[config.mk]
export PLATFORM = sky130hd
export DESIGN_NAME = pusher_top
export DESIGN_NICKNAME = d
export VERILOG_FILES = /design/src/hw/grid_pkg.sv /design/src/hw/particle_pkg.sv /design/src/hw/field_if.sv /design/src/hw/pusher_top.sv /design/src/hw/drift_update.sv /design/src/hw/efield_diff.sv /design/src/hw/gyro_stencil.sv
export VERILOG_INCLUDE_DIRS = /design/src /design/src/hw
export SDC_FILE = /design/constraint.sdc
export NUM_CORES = 1
export LEC_CHECK = 0
export BUFFER_PORTS_ARGS = -buffer_cell sky130_fd_sc_hd__buf_2
export CAP_MARGIN = 10
export CELL_PAD_IN_SITES_DETAIL_PLACEMENT = 0
export CELL_PAD_IN_SITES_GLOBAL_PLACEMENT = 2
export CORE_ASPECT_RATIO = 1.1
export CORE_MARGIN = 2
export CORE_UTILIZATION = 38
export DETAILED_ROUTE_END_ITERATION = 8
export GPL_TIMING_DRIVEN = 0
export PLACE_DENSITY = 0.78
export SLEW_MARGIN = 20
export SYNTH_ARGS = -nofsm -noshare
export SYNTH_HDL_FRONTEND = slang
export SYNTH_HIERARCHICAL = 1
export SYNTH_SLANG_ARGS = --single-unit
[constraint.sdc]
create_clock -name clk -period 7.7 [get_ports clk]
set_clock_uncertainty 0.05 [all_clocks]
set_input_delay 0.77 -clock clk [delete_from_list [all_inputs] [get_ports clk]]
set_output_delay 0.77 -clock clk [all_outputs]
set_load 0.01 [all_outputs]
[src/hw/pusher_cfg.svh]
`ifndef PUSHER_CFG_SVH
`define PUSHER_CFG_SVH

////////////////////////////////////////////////////////////
// coordinate format
////////////////////////////////////////////////////////////

`define PINT 8          // whole grid cells
`define PFRAC 8         // sub-cell fraction

////////////////////////////////////////////////////////////
// field and drift scaling
////////////////////////////////////////////////////////////

`define PHI_W 12        // signed potential sample
`define GYRO_SHIFT 2    // vperp >> this gives the gyroradius
`define SLOWDOWN 3      // averaged field >> this gives the step

////////////////////////////////////////////////////////////
// memory and batch
////////////////////////////////////////////////////////////

`define RD_LAT 2        // grid memory read latency
`define NUM_PARTICLES 16

`endif
[src/hw/grid_pkg.sv]
`default_nettype none
`include "pusher_cfg.svh"

package grid_pkg;

    // whole part on top so the raw word adds like a plain fixed-point number
    typedef struct packed {
        logic [`PINT-1:0]  whole;
        logic [`PFRAC-1:0] frac;
    } coord_parts_t;

    typedef union packed {
        logic [`PINT+`PFRAC-1:0] raw;   // for wrapping adds
        coord_parts_t            part;  // for addressing
    } coord_u;

    typedef logic [15:0] grid_addr_t;               // {y whole, x whole}
    typedef logic signed [`PHI_W-1:0] phi_t;
    typedef logic signed [`PHI_W:0] efield_t;       // one central difference
    typedef logic signed [`PHI_W+2:0] field_sum_t;  // four differences

    // neighbour slots inside a gyropoint
    localparam int NB_YP = 0;
    localparam int NB_YM = 1;
    localparam int NB_XP = 2;
    localparam int NB_XM = 3;

    typedef grid_addr_t [3:0][3:0] stencil_addr_t;  // [gyropoint][neighbour]
    typedef phi_t [3:0][3:0] stencil_phi_t;

endpackage

`default_nettype wire

[src/hw/particle_pkg.sv]
`default_nettype none

package particle_pkg;

    // 48 bits, same layout as the memory word of a particle
    typedef struct packed {
        grid_pkg::coord_u pos_y;
        grid_pkg::coord_u pos_x;
        logic [15:0]      vperp;
    } particle_t;

endpackage

`default_nettype wire

[src/hw/field_if.sv]
`timescale 1ns/10ps
`default_nettype none

interface field_if;
    logic                      valid;
    particle_pkg::particle_t   particle;
    grid_pkg::efield_t [3:0]   efield_y;   // one per gyropoint
    grid_pkg::efield_t [3:0]   efield_x;

    modport field_src (output valid, output particle, output efield_y, output efield_x);
    modport field_snk (input valid, input particle, input efield_y, input efield_x);
endinterface

`default_nettype wire

[src/hw/pusher_top.sv]
`timescale 1ns/10ps
`default_nettype none

module pusher_top (
    input  logic                    clk,
    input  logic                    rst_ff,
    input  logic                    valid,
    input  logic                    noop,
    input  particle_pkg::particle_t particle_in,
    input  grid_pkg::stencil_phi_t  phi_in,
    output logic                    valid_req,
    output grid_pkg::stencil_addr_t raddr,
    output logic                    valid_out,
    output particle_pkg::particle_t particle_out,
    output logic                    done
);

    logic                     valid_dec;
    particle_pkg::particle_t  particle_dec;

    field_if i_field_if ();

    ////////////////////////////////////////////////////////////
    // decode, execute, result
    ////////////////////////////////////////////////////////////

    gyro_stencil i_stencil (
        .clk          (clk),
        .rst_ff       (rst_ff),
        .valid        (valid),
        .particle_in  (particle_in),
        .valid_req    (valid_req),
        .raddr        (raddr),
        .valid_dec    (valid_dec),
        .particle_dec (particle_dec)
    );

    // potentials come back from grid memory RD_LAT after valid_req
    efield_diff i_efield (
        .clk          (clk),
        .rst_ff       (rst_ff),
        .valid_dec    (valid_dec),
        .particle_dec (particle_dec),
        .phi_in       (phi_in),
        .field        (i_field_if)
    );

    drift_update i_drift (
        .clk          (clk),
        .rst_ff       (rst_ff),
        .noop         (noop),
        .field        (i_field_if),
        .valid_out    (valid_out),
        .particle_out (particle_out),
        .done         (done)
    );

endmodule

`default_nettype wire

[src/hw/drift_update.sv]
`timescale 1ns/10ps
`default_nettype none
`include "pusher_cfg.svh"

module drift_update (
    input  logic                    clk,
    input  logic                    rst_ff,
    input  logic                    noop,
    field_if.field_snk              field,
    output logic                    valid_out,
    output particle_pkg::particle_t particle_out,
    output logic                    done
);

    localparam int CNT_W = $clog2(`NUM_PARTICLES);

    logic                       valid_pair;
    logic                       valid_push;
    logic signed [`PHI_W+1:0]   pair_y [2];
    logic signed [`PHI_W+1:0]   pair_x [2];
    particle_pkg::particle_t    particle_pair;
    particle_pkg::particle_t    particle_push;
    grid_pkg::field_sum_t       sum_y;
    grid_pkg::field_sum_t       sum_x;
    grid_pkg::field_sum_t       avg_y;
    grid_pkg::field_sum_t       avg_x;
    logic signed [15:0]         step_y;
    logic signed [15:0]         step_x;
    logic [CNT_W-1:0]           cnt;

    always_ff @(posedge clk) begin
        if (rst_ff) begin
            valid_pair <= 1'b0;
            valid_push <= 1'b0;
            valid_out  <= 1'b0;
        end else begin
            valid_pair <= field.valid;
            valid_push <= valid_pair;
            valid_out  <= valid_push;
        end
    end

    ////////////////////////////////////////////////////////////
    // adder tree, first level
    ////////////////////////////////////////////////////////////

    always_ff @(posedge clk) begin
        particle_pair <= field.particle;
        pair_y[0] <= field.efield_y[0] + field.efield_y[1];
        pair_y[1] <= field.efield_y[2] + field.efield_y[3];
        pair_x[0] <= field.efield_x[0] + field.efield_x[1];
        pair_x[1] <= field.efield_x[2] + field.efield_x[3];
    end

    ////////////////////////////////////////////////////////////
    // second level and E x B push
    ////////////////////////////////////////////////////////////

    assign sum_y = pair_y[0] + pair_y[1];
    assign sum_x = pair_x[0] + pair_x[1];
    assign avg_y = sum_y >>> 2;   // mean over 4 gyropoints
    assign avg_x = sum_x >>> 2;

    // B along z: axes swap and x takes the minus sign
    assign step_y = avg_x >>> `SLOWDOWN;
    assign step_x = -(avg_y >>> `SLOWDOWN);

    always_ff @(posedge clk) begin
        particle_push.vperp <= particle_pair.vperp;
        if (noop) begin
            particle_push.pos_y <= particle_pair.pos_y;
            particle_push.pos_x <= particle_pair.pos_x;
        end else begin
            // overflow is the periodic boundary
            particle_push.pos_y.raw <= particle_pair.pos_y.raw + step_y;
            particle_push.pos_x.raw <= particle_pair.pos_x.raw + step_x;
        end
    end

    always_ff @(posedge clk) begin
        particle_out <= particle_push;
    end

    // batch counter, counts particles already out
    always_ff @(posedge clk) begin
        if (rst_ff) begin
            cnt <= '0;
        end else if (valid_out) begin
            cnt <= (cnt == CNT_W'(`NUM_PARTICLES - 1)) ? '0 : cnt + 1'b1;
        end
    end

    assign done = (cnt == CNT_W'(`NUM_PARTICLES - 1));

    a_no_done_after_reset : assert property (@(posedge clk)
        $past(rst_ff) |-> !done);

endmodule

`default_nettype wire

[src/hw/efield_diff.sv]
`timescale 1ns/10ps
`default_nettype none
`include "pusher_cfg.svh"

module efield_diff (
    input  logic                    clk,
    input  logic                    rst_ff,
    input  logic                    valid_dec,
    input  particle_pkg::particle_t particle_dec,
    input  grid_pkg::stencil_phi_t  phi_in,
    field_if.field_src              field
);

    logic [`RD_LAT-1:0]       valid_dly;
    particle_pkg::particle_t  particle_dly [`RD_LAT];
    logic                     cap_valid;
    grid_pkg::stencil_phi_t   phi_cap;
    particle_pkg::particle_t  particle_cap;

    // central difference over two cells, halved
    function automatic grid_pkg::efield_t half_diff(grid_pkg::phi_t hi, grid_pkg::phi_t lo);
        grid_pkg::efield_t hi_ext;
        grid_pkg::efield_t lo_ext;
        hi_ext = {hi[`PHI_W-1], hi};
        lo_ext = {lo[`PHI_W-1], lo};
        return (hi_ext - lo_ext) >>> 1;
    endfunction

    ////////////////////////////////////////////////////////////
    // wait out the grid memory, then capture
    ////////////////////////////////////////////////////////////

    always_ff @(posedge clk) begin
        if (rst_ff) begin
            valid_dly <= '0;
            cap_valid <= 1'b0;
        end else begin
            valid_dly[0] <= valid_dec;
            for (int k = 1; k < `RD_LAT; k++) begin
                valid_dly[k] <= valid_dly[k-1];
            end
            cap_valid <= valid_dly[`RD_LAT-1];
        end
    end

    always_ff @(posedge clk) begin
        particle_dly[0] <= particle_dec;
        for (int k = 1; k < `RD_LAT; k++) begin
            particle_dly[k] <= particle_dly[k-1];
        end
        if (valid_dly[`RD_LAT-1]) begin
            phi_cap      <= phi_in;   // samples for this particle's raddr
            particle_cap <= particle_dly[`RD_LAT-1];
        end
    end

    // field per gyropoint
    always_ff @(posedge clk) begin
        if (rst_ff) begin
            field.valid <= 1'b0;
        end else begin
            field.valid <= cap_valid;
        end
    end

    always_ff @(posedge clk) begin
        if (cap_valid) begin
            field.particle <= particle_cap;
            for (int g = 0; g < 4; g++) begin
                field.efield_y[g] <= half_diff(phi_cap[g][grid_pkg::NB_YP],
                                               phi_cap[g][grid_pkg::NB_YM]);
                field.efield_x[g] <= half_diff(phi_cap[g][grid_pkg::NB_XP],
                                               phi_cap[g][grid_pkg::NB_XM]);
            end
        end
    end

    a_field_has_sample : assert property (@(posedge clk) disable iff (rst_ff)
        $rose(field.valid) |-> $past(valid_dly[`RD_LAT-1], 2));

endmodule

`default_nettype wire

[src/hw/gyro_stencil.sv]
`timescale 1ns/10ps
`default_nettype none
`include "pusher_cfg.svh"

module gyro_stencil (
    input  logic                    clk,
    input  logic                    rst_ff,
    input  logic                    valid,
    input  particle_pkg::particle_t particle_in,
    output logic                    valid_req,
    output grid_pkg::stencil_addr_t raddr,
    output logic                    valid_dec,
    output particle_pkg::particle_t particle_dec
);

    logic [15:0]              gyroradius;
    grid_pkg::coord_u [3:0]   gp_y;
    grid_pkg::coord_u [3:0]   gp_x;
    logic                     valid_gp;
    particle_pkg::particle_t  particle_gp;

    assign gyroradius = particle_in.vperp >> `GYRO_SHIFT;  // uniform B, normalised

    ////////////////////////////////////////////////////////////
    // stage 1: four gyropoints around the particle
    ////////////////////////////////////////////////////////////

    always_ff @(posedge clk) begin
        if (rst_ff) begin
            valid_gp <= 1'b0;
        end else begin
            valid_gp <= valid;
        end
    end

    // raw adds wrap at the grid edge
    always_ff @(posedge clk) begin
        particle_gp <= particle_in;
        gp_y[0].raw <= particle_in.pos_y.raw;
        gp_x[0].raw <= particle_in.pos_x.raw - gyroradius;    // left
        gp_y[1].raw <= particle_in.pos_y.raw;
        gp_x[1].raw <= particle_in.pos_x.raw + gyroradius;    // right
        gp_y[2].raw <= particle_in.pos_y.raw - gyroradius;    // below
        gp_x[2].raw <= particle_in.pos_x.raw;
        gp_y[3].raw <= particle_in.pos_y.raw + gyroradius;    // above
        gp_x[3].raw <= particle_in.pos_x.raw;
    end

    ////////////////////////////////////////////////////////////
    // stage 2: neighbour addresses of each gyropoint node
    ////////////////////////////////////////////////////////////

    always_ff @(posedge clk) begin
        if (rst_ff) begin
            valid_req <= 1'b0;
        end else begin
            valid_req <= valid_gp;
        end
    end

    always_ff @(posedge clk) begin
        particle_dec <= particle_gp;
        for (int g = 0; g < 4; g++) begin
            raddr[g][grid_pkg::NB_YP] <= {gp_y[g].part.whole + 1'b1, gp_x[g].part.whole};
            raddr[g][grid_pkg::NB_YM] <= {gp_y[g].part.whole - 1'b1, gp_x[g].part.whole};
            raddr[g][grid_pkg::NB_XP] <= {gp_y[g].part.whole, gp_x[g].part.whole + 1'b1};
            raddr[g][grid_pkg::NB_XM] <= {gp_y[g].part.whole, gp_x[g].part.whole - 1'b1};
        end
    end

    assign valid_dec = valid_req;  // particle travels with the request

    // request strobe is the input strobe two stages later
    a_req_latency : assert property (@(posedge clk)
        !$past(rst_ff) && !$past(rst_ff, 2) |-> valid_req == $past(valid, 2));

endmodule

`default_nettype wire

After elaboration in Yosys (flattened, before gate mapping)
Memory sizes are Yosys's and may differ from the RTL's. A register that Yosys moved wholly into a read port is not among the register bits.
Cells that the tools add are included.
Widths: inputs -> output; s select.

storage, ports and cells
  flip-flop bits (word level) = 909
  bits in writable memories = 152
  bits of input ports = 244
  output and inout bits = 307
  word-level logic and storage cells = 111
  memories kept = 3

memories
  name                   depth  width  read ports  clocked after Yosys merged registers in  write ports  RTL line            RTL
  i_efield.particle_dly  2      48     2           1                                        2            efield_diff.sv:15   particle_pkg::particle_t particle_dly [`RD_LAT];
  i_drift.pair_x         2      14     2           0                                        2            drift_update.sv:20  logic signed [`PHI_W+1:0] pair_x [2];
  i_drift.pair_y         2      14     2           0                                        2            drift_update.sv:19  logic signed [`PHI_W+1:0] pair_y [2];

cells by class
  add/subtract/negate cells = 34
  equal/unequal tests = 1
  muxes and demuxes = 2

operators by type and width
  cell                 number
  $sub 12x12->13       8
  $add 12x12->13       4
  $add 8x1->8 const B  6
  $sub 8x1->8 const B  6
  $add 16x14->16       2
  $add 16x16->16       2
  $mux 32              1
  $sub 16x14->16       2
  $add 14x14->15       2
  $neg 10->16          1
  $add 4x1->4 const B  1
  $eq 4x4->1 const B   1
  $mux 4               1

Depth between registers and ports, before layout
Gate-level depths: netlist (run 1).
An unclocked memory read counts as a cell.

  depth after elaboration = 5
  gate-level depth with buffers = 18
  depth with buffers taken out = 18

Hierarchy
Netlist (run 1), hierarchy kept.

modules (own cells, without submodules)
  module        times used  cells each  area an instance (sq um)  sequential area each (sq um)
  efield_diff   1           1146        18193.7                   13533.0
  gyro_stencil  1           875         9451.6                    5044.8
  drift_update  1           831         8697.1                    4144.0

Least setup slack after synthesis (run 1)
No wires, ideal clock.

  path kind = register -> register
  from = reg i_efield.valid_dly[1]
  to = reg, netlist name i_efield/particle_cap[0]
  library setup time = 0.625 ns
  arrival time = 5.544 ns
  data required time = 7.025 ns
  setup slack = 1.482 ns
  cell stages (with the launch flop) = 1
  buffers on the path = 0
  clock period less this slack = 6.218 ns
  path through = dfxtp_1

RTL lines
  item                               RTL line           RTL
  from (decl)                        efield_diff.sv:14  logic [`RD_LAT-1:0] valid_dly;
  from (signal, indexed assignment)  efield_diff.sv:40  valid_dly[k] <= valid_dly[k-1];

No word-level cell between the ends.

==> results.cfg, run 1 <==
[outcome]
status = complete, no violations

[clock_network]
clockRootBuffer = clkbuf_16
numCtsBuffers = 98
cts_buffer_depth = 3
insertion_delay_ns = 0.66
cts.sinks = 943
htreeDepth = 3
tritoncts = yes
cts_hold_buffers = 0
post_cts_buffers = 0
post_cts_resized = 0
path_clk_slew_ns = 0.06

[finish]
seq_area_um2 = 22730
final_layout_size_suffix_gt1_frac = 0.2549
areaGrowthSynthToFinish_pct = 21.86
multi_input_area_um2 = 11580
nets = 4025
stdcell_area_um2 = 44290
fillers = 8748

[setup_path]
critPathKind = reg2reg
start_kind = register
endpoint_kind = register
crit_required_ns = 8.23
arrival_ns = 4.87
cp_max_fo = 6

[floorplanning]
row_count = 118
dieArea_um2 = 98130
die_w_um = 298.9
core_area_um2 = 94490
io_pins = 551
dieHeight_um = 328.3
initial_core_util = 0.3846

[routing]
wire_per_inst_um = 17.41
drt_wl_total_um = 84620
via_per_inst = 4.545
drc = 0
vias = 22094
drtIter0Drc = 899
ant_nets = 0
first_pass_iters = 5

[sta]
rsz0062_at_grt = false
setup_tns_ns = 0
finalSetupViolCount = 0
final_min_period_over_clock_period = 0.5637
slew_headroom = 0.4634
fmax_ghz = 0.2304
worst_slew_pin_slew_ns = 0.8001
finalCriticalPeriod_ns = 4.340
slew_viol_final = 0
final_hold_viol_count = 0

[power_and_ir_drop]
powerDensity_nw_per_um2 = 262.3
p_leak_nw = 19.16
ir_drop_mv = 0.1685

[global_route]
grt_max_degree = 59
grt_pass1_vias = 22605
grt_usage = 0.1693
grt-ovfl-total = 0
grt_pass1_wl_um = 127300
antenna_found_initial = 16

[synth]
synth_nets = 3368
ys_warn_count = 6
synth_area_leaders = edfxtp_1 (32%), dfxtp_1 (31%), ha_1 (8.9%)
synth_flop_cell = dfxtp_1
synth.most_common_cell = dfxtp_1
syn_area_per_cell_um2 = 12.74
ys_seq_area_frac = 0.6252
synth-edff-count = 384
yosysUniqueCellTypes = 81
synth_common_cells = dfxtp_1 (559), edfxtp_1 (384), ha_1 (258)
syn_area_um2 = 36340
async_flop_share = 0
synth_top_area_frac = 0.3173
ys_seq_elements = 943
netlist_instances = 2852
yosys.area.top_type = edfxtp_1

[min_path]
worstHoldPathType = in2reg

[placement]
numPortBuffers = 550
gp_congestion = 0.8140
dp_hpwl_um = 64320
placed_area_um2 = 40870

[run]
cap_viol_max_count = 0
[worst max-delay path: stages (launching register included)]
cell and delay, ns:
dfxtp_1 0.31, ha_1 0.30, a21oi_1 0.25, nand2_1 0.09
a21o_1 0.17, a21oi_1 0.22, o21a_1 0.18, xor2_1 0.41
ha_1 0.19, nor2b_1 0.11, o21ai_0 0.11, a21oi_1 0.22
o21ai_0 0.20, a211oi_1 0.70, o21ai_0 0.26, o31ai_1 0.29
xor2_1 0.19
[layer usage]
layer | vias to the layer above | part of all wire | track usage
li1 | 11164 | - | -
met1 | 10224 | 0.41 | 0.1939
met2 | 552 | 0.50 | 0.3040
met3 | 140 | 0.057 | 0.04002
met4 | 14 | 0.031 | 0.06630
met5 | - | 0.00096 | 0
[state kept, by name (all words and copies together) (netlist names), 48 cells and up]
signal,cells
i_efield/phi_cap,192
i_efield/particle_dly,96
i_efield/field.particle,48
i_stencil/particle_gp,48
i_drift/particle_out,48
i_efield/field.efield_x,48
i_efield/particle_cap,48
i_stencil/raddr,123
i_efield/field.efield_y,48
i_drift/particle_push,48
i_drift/particle_pair,48
[worst paths after layout]
check / from / endpoint / slack [ns] / cells after the start
max: i_drift/pair_y[0][2]$_DFF_P_ / i_drift/particle_push[27]$_DFF_P_ / 3.36 / 16
min: particle_in[1] / i_stencil/particle_gp[1]$_DFF_P_ / 0.16 / 1
max reg2reg: i_drift/pair_y[0][2]$_DFF_P_ / i_drift/particle_push[27]$_DFF_P_ / 3.36 / 16
min reg2reg: i_stencil/particle_dec[6]$_DFF_P_ / i_efield/particle_dly[0][6]$_DFF_P_ / 0.27 / 0
[logic make-up after synthesis]
family                     after synthesis  share of synthesized area
DFF                                    943                     0.6252
and+or+nand+nor                        494                    0.06882
AOI/OAI and AO/OA                      476                    0.08710
buffers and inverters                  398                    0.05626
adders and majority gates              272                    0.09654
xor gates and xnor gates               241                    0.05808
muxes                                   28                   0.007987
[cell type report]
type,count,area share
sequential,943,0.5133
multi-input combinational,1511,0.2614
timing repair buffer,557,0.06651
clock buffer,131,0.06416
tap,1260,0.03560
buffer,173,0.02709
inverter,225,0.01907
clock inverter,53,0.01246
antenna,8,0.0004521
[power breakdown]
part	switching [mW]	leakage (nW)	internal [mW]	total, mW
sequential	0.167	8.18	5.48	5.65
combinational	0.593	9.30	0.505	1.10
clock	2.01	1.67	2.86	4.87
[cells in the final DEF (no fill, tap or decap), types with 24 or more instances in the layout]
master / Yosys / layout
buf_4: 144 / 144
clkbuf_1: 24 / 36
nor2_1: 114 / 114
nand2_1: 113 / 113
clkbuf_16: 0 / 105
xor2_1: 85 / 85
a21oi_1: 113 / 113
o21ai_0: 89 / 88
nand2b_1: 42 / 42
ha_1: 258 / 258
nor2b_1: 42 / 42
o21bai_1: 24 / 24
xnor2_1: 156 / 156
a31oi_1: 42 / 42
a21o_1: 53 / 53
buf_2: 2 / 552
nand3_1: 49 / 49
edfxtp_1: 384 / 384
inv_1: 224 / 224
dfxtp_1: 559 / 557
nor3_1: 29 / 29
[metrics by stage]
stage | util | worst slack (ns) | hold WS (ns) | cells | power (mW)
floorplan | - | 1.482 | 0.2596 | 2852 | 6.344
global placement | 0.4304 | -1.259 | 0.2596 | 4662 | 6.875
detailed placement | 0.4325 | 3.235 | 0.2621 | 4669 | 6.858
CTS | 0.4685 | 3.213 | 0.1003 | 4853 | 11.80
global route | 0.4685 | 3.062 | 0.1092 | 4856 | 12.11
finish | 0.4687 | 3.360 | 0.1550 | 4861 | 11.62
(Power assumes the default switching activity.)
==> inputs of run 2 (changes only) <==
--- a/config.mk
+++ b/config.mk
@@ -12,10 +12,10 @@
 export CELL_PAD_IN_SITES_GLOBAL_PLACEMENT = 2
 export CORE_ASPECT_RATIO = 1.1
 export CORE_MARGIN = 2
-export CORE_UTILIZATION = 38
+export CORE_UTILIZATION = 35
 export DETAILED_ROUTE_END_ITERATION = 8
 export GPL_TIMING_DRIVEN = 0
-export PLACE_DENSITY = 0.78
+export PLACE_DENSITY = 0.76
 export SLEW_MARGIN = 20
 export SYNTH_ARGS = -nofsm -noshare
 export SYNTH_HDL_FRONTEND = slang
==> constraint.sdc (replaced) <==
create_clock -name clk -period 3.6 [get_ports clk]
set_clock_uncertainty 0.05 [all_clocks]
set_input_delay 0.36 -clock clk [delete_from_list [all_inputs] [get_ports clk]]
set_output_delay 0.36 -clock clk [all_outputs]
set_load 0.01 [all_outputs]
==> run 2 against run 1 <==
  * The flow now finishes with violations (negative setup slack)
  * Final cell count up 7.8%
  * Design area up 6.9%
  * Register-to-register slack worse by 3.4 ns
  * Die area up 8.5%
  * Via count up 4.8%
  * Wire length up 6.1%
  * Sequential power up 110%
  * Hold slack worse by 0.042 ns
==> results.cfg, run 2 (same netlist as run 1, synthesis figures left out) <==
[finish]
largest_reg_flops = 192
instances_no_fill = 5240
final_layout_size_suffix_gt1_frac = 0.2558
top_regs = i_efield/phi_cap (192), i_stencil/raddr (123), i_efield/particle_dly (96)
final_util = 0.4611
regMostFlops = i_efield/phi_cap
nets = 4287
stdcell_area_um2 = 47330
final_common_cell = buf_2
areaGrowthSynthToFinish_pct = 30.23
final_cell_mix = buf_2 (552), dfxtp_1 (551), edfxtp_1 (384), ha_1 (251), dlygate4sd3_1 (243)

[placement]
numPortBuffers = 550
placed_area_um2 = 41020
dp_hpwl_um = 66870
gp_congestion = 0.8315
pre_cts_ws_ns = -0.7479
place_inst = 4784

[clock_network]
insertion_delay_ns = 0.68
numCtsBuffers = 101
clockRootBuffer = clkbuf_16
cts_buffer_depth = 3
path_clk_slew_ns = 0.06
htreeDepth = 3
cts.sinks = 943
tritoncts = yes

[setup_path]
crit_buf_inv = 0
cpLargestDelayFamily = compound AO/OA/AOI/OAI gates
crit_required_ns = 4.11
reg2regPathDepth = 18
path_depth = 18
critPathKind = reg2reg
crit_slowest_cell = dfxtp_2
max_stage_delay_ns = 0.33
crit_top_cell = a21oi_2
start_kind = register
cp_max_fo = 3
endpoint_kind = register
worstPathCellList = ha_4, a21oi_2, nand2_1, a21o_1, a21oi_4, o21a_1, nor2b_1, nor2_1, xor2_1, ha_1, a21o_1, a21oi_2, o21bai_1, a21oi_2, o21ai_4, a2111oi_4, a31oi_1, xnor2_1
arrival_ns = 4.14

[sta]
whs_ns = 0.1128
fin_ws_ns = -0.02865
rsz0062_at_grt = true
final_min_period_over_clock_period = 1.008
fmax_ghz = 0.2756
finalCriticalPeriod_ns = 3.629
slew_viol_final = 0
worst_slew_pin_slew_ns = 0.8987
finalSetupViolCount = 1
final_hold_viol_count = 0
setup_tns_ns = -0.02865
slew_headroom = 0.3945

[floorplanning]
io_pins = 551
dieArea_um2 = 106400
row_count = 123
die_w_um = 311.2
dieHeight_um = 342.0
initial_core_util = 0.3540
core_area_um2 = 102700

[routing]
vias = 23145
drc = 0
drt_wl_total_um = 89740
via_per_inst = 4.417
drtIter0Drc = 1121
ant_nets = 0
first_pass_iters = 5
wire_per_inst_um = 17.13

[power_and_ir_drop]
ir_drop_mv = 0.4407
p_leak_nw = 20.30
report.power.total_mw = 25.14
powerDensity_nw_per_um2 = 531.2

[min_path]
worstHoldPathType = in2reg
hold_depth = 4

[global_route]
grt_pass1_wl_um = 136700
grt-ovfl-total = 0
antenna_found_initial = 12
grt_usage = 0.1668
grt_pass1_vias = 23736
grt_max_degree = 57

[outcome]
status = finished with violations
violations = negative setup slack

[run]
cap_viol_max_count = 0
==> run 2: changes by cell type in the layout (fill, tap and decap cells not counted), moves of 7 or more <==
| cell | previous run | this run |
|---|---|---|
| dlygate4sd3_1 | 0 | 243 |
| buf_4 | 144 | 160 |
| a21oi_1 | 113 | 101 |
| clkbuf_1 | 36 | 47 |
| a21oi_2 | 2 | 12 |
| o21ai_0 | 88 | 80 |
| ha_1 | 258 | 251 |
==> run 2: repair_timing <==
action | in CTS | in global routing
resized for setup | 32 | 48
cloned | 0 | 0
setup buffers | 10 | 6
endpoints found under the setup margin | 14 | 13
hold buffers | 243 | 0
pin swaps | 30 | 33
hold endpoints to repair | 260 | 0
==> run 2: layout make-up <==
class	count	area, um2
repair buffers	816	5498
diodes	6	15.01
plain buffers	173	1200
clock buffers	136	2835
fillers	9560	55320
flip-flops and latches	943	22740
inverters	225	844.6
clock inverters	55	539.3
well taps	1375	1720
multi-input cells	1511	11940
==> run 2: routing by layer <==
layer	vias up	track usage	part of all wire	routed length, um
li1	11709	-	-	-
met1	10760	0.1980	0.42	37450
met2	520	0.2993	0.50	45090
met3	148	0.03408	0.049	4441
met4	8	0.05787	0.030	2711
met5	-	0	0.00055	49
==> run 2: final timing paths <==
path | from | slack, ns | end
worst max-delay path | i_drift/pair_y[0][16]$_DFF_P_ | -0.03 | i_drift/particle_push[26]$_DFF_P_
worst min register to register | i_efield/particle_dly[0][47]$_DFF_P_ | 0.25 | i_efield/particle_dly[1][47]$_DFF_P_
worst min-delay path | noop | 0.11 | i_drift/particle_push[27]$_DFF_P_
worst max register to register | i_drift/pair_y[0][16]$_DFF_P_ | -0.03 | i_drift/particle_push[26]$_DFF_P_
==> run 2: power breakdown <==
group	total, mW	switching (mW)	internal, mW
Combinational	2.66	1.37	1.29
Clock	10.4	4.31	6.08
Sequential	12.1	0.367	11.7
Total	25.1	6.05	19.1
==> run 2: worst min-delay path, cell delays in order <==
cell,delay [ns]
buf_2,0.12
or4_1,0.12
o31ai_1,0.07
xor2_1,0.12
==> inputs of run 3 (changes only) <==
--- a/config.mk
+++ b/config.mk
@@ -16,6 +16,7 @@
 export DETAILED_ROUTE_END_ITERATION = 8
 export GPL_TIMING_DRIVEN = 0
 export PLACE_DENSITY = 0.76
+export RECOVER_POWER = 50
 export SLEW_MARGIN = 20
 export SYNTH_ARGS = -nofsm -noshare
 export SYNTH_HDL_FRONTEND = slang
==> run 3 against run 2 <==
  * The run ends with max-capacitance violations, max-slew violations, negative setup slack left
  * Die area unchanged
  * Maximum frequency rose by 0.42%
  * Total power is essentially flat
  * Critical path type unchanged
  * Largest power group unchanged
==> results.cfg, run 3 (same netlist as run 1, synthesis figures left out) <==
[setup_path]
crit_required_ns = 4.11
reg2regPathDepth = 18
start_kind = register
cp_max_fo = 3
endpoint_kind = register
critPathKind = reg2reg
arrival_ns = 4.12

[routing]
vias = 23104
ant_nets = 0
drt-met1-wl_um = 37660
wl_met3_um = 4329
wire_per_inst_um = 17.14
drc = 0
drtIter0Drc = 1108
wl_met2_um = 45050
routed.top_layer = met5
via_per_inst = 4.409
first_pass_iters = 5
drt_wl_total_um = 89800

[sta]
slew_viol_final = 33
slew_headroom = -0.4072
finalCriticalPeriod_ns = 3.613
fin_ws_ns = -0.01341
rsz0062_at_grt = true
final_min_period_over_clock_period = 1.004
final_hold_viol_count = 0
worst_slew_pin_slew_ns = 2.111
finalSetupViolCount = 1
fmax_ghz = 0.2767

[clock_network]
insertion_delay_ns = 0.68
htreeDepth = 3
numCtsBuffers = 101
path_clk_slew_ns = 0.06
clockRootBuffer = clkbuf_16
cts_buffer_depth = 3
tritoncts = yes
cts.sinks = 943

[power_and_ir_drop]
report.power.total_mw = 25.12
ir_drop_mv = 0.4407
powerDensity_nw_per_um2 = 532.5
p_leak_nw = 20.13

[global_route]
grt_usage = 0.1668
antenna_found_initial = 12
grt_pass1_vias = 23736
grt-ovfl-total = 0
grt_max_degree = 57
grt_pass1_wl_um = 136700

[finish]
final_layout_size_suffix_gt1_frac = 0.2405
top_regs = i_efield/phi_cap (192), i_stencil/raddr (123), i_efield/particle_dly (96)
final_util = 0.4596
regMostFlops = i_efield/phi_cap
instances_no_fill = 5240
nets = 4287
final_common_cell = dfxtp_1
areaGrowthSynthToFinish_pct = 29.83
final_cell_mix = dfxtp_1 (553), buf_2 (496), edfxtp_1 (384), ha_1 (251), dlygate4sd3_1 (243)
largest_reg_flops = 192

[placement]
pre_cts_ws_ns = -0.7479
dp_hpwl_um = 66870
gp_congestion = 0.8315
place_inst = 4784
numPortBuffers = 550

[floorplanning]
dieArea_um2 = 106400
io_pins = 551
initial_core_util = 0.3540
row_count = 123
dieHeight_um = 342.0
core_area_um2 = 102700
die_w_um = 311.2

[min_path]
worstHoldPathType = in2reg
hold_depth = 4

[outcome]
violations = max-capacitance violations, max-slew violations, negative setup slack
status = finished with violations

[run]
cap_viol_max_count = 1
[run 3: area by class of cell]
type / count / area (um2)
antenna: 6 / 15.01
buffer: 173 / 1200
clock buffer: 136 / 2835
clock inverter: 55 / 539.3
fill: 9603 / 55470
inverter: 225 / 844.6
multi-input combinational: 1511 / 11940
sequential: 943 / 22730
tap: 1375 / 1720
timing repair buffer: 816 / 5359
[run 3: report_power, final]
| part | switching, mW | internal (mW) |
|---|---|---|
| clock | 4.30 | 6.08 |
| sequential | 0.367 | 11.7 |
| combinational | 1.37 | 1.28 |
[run 3: path summary, 6_finish.rpt]
check	startpoint	slack, ns	to
max	i_drift/pair_y[0][16]$_DFF_P_	-0.01	i_drift/particle_push[26]$_DFF_P_
min	noop	0.12	i_drift/particle_push[29]$_DFF_P_
max reg2reg	i_drift/pair_y[0][16]$_DFF_P_	-0.01	i_drift/particle_push[26]$_DFF_P_
min reg2reg	i_efield/particle_dly[0][47]$_DFF_P_	0.25	i_efield/particle_dly[1][47]$_DFF_P_
[run 3: per-stage QoR]
stage               instance area [um2]  TNS (ns)  hold WS [ns]
floorplan                         36350         0        0.2596
global placement                  40820    -16.39        0.2600
detailed placement                41020    -5.323        0.2621
CTS                               47020   -0.3019       0.04960
global route                      47180   -0.8826        0.1062
finish                            47180  -0.01341        0.1167
[run 3: metal layers]
metal,GRT usage,vias to the layer above
li1,-,11708
met5,0,-
met1,0.1980,10753
met3,0.03408,149
met2,0.2993,486
met4,0.05787,8
[run 3: worst max-delay path, cell delays in order (launching register included)]
cell and delay, ns:
dfxtp_2 0.33, ha_4 0.23, a21oi_2 0.13, nand2_1 0.06
a21o_1 0.18, a21oi_4 0.16, o21a_1 0.17, nor2b_1 0.05
nor2_1 0.12, xor2_1 0.22, ha_1 0.30, a21o_1 0.19
a21oi_2 0.15, o21bai_1 0.11, a21oi_2 0.22, o21ai_4 0.11
a2111oi_4 0.30, a31oi_1 0.09, xnor2_1 0.30
[run 3: repair_timing]
action                     CTS  global route
resized for setup           32            48
hold endpoints to repair   260             0
pin swaps                   30            33
buffers inserted            10             6
setup endpoints to repair   14            13
hold buffers               243             0
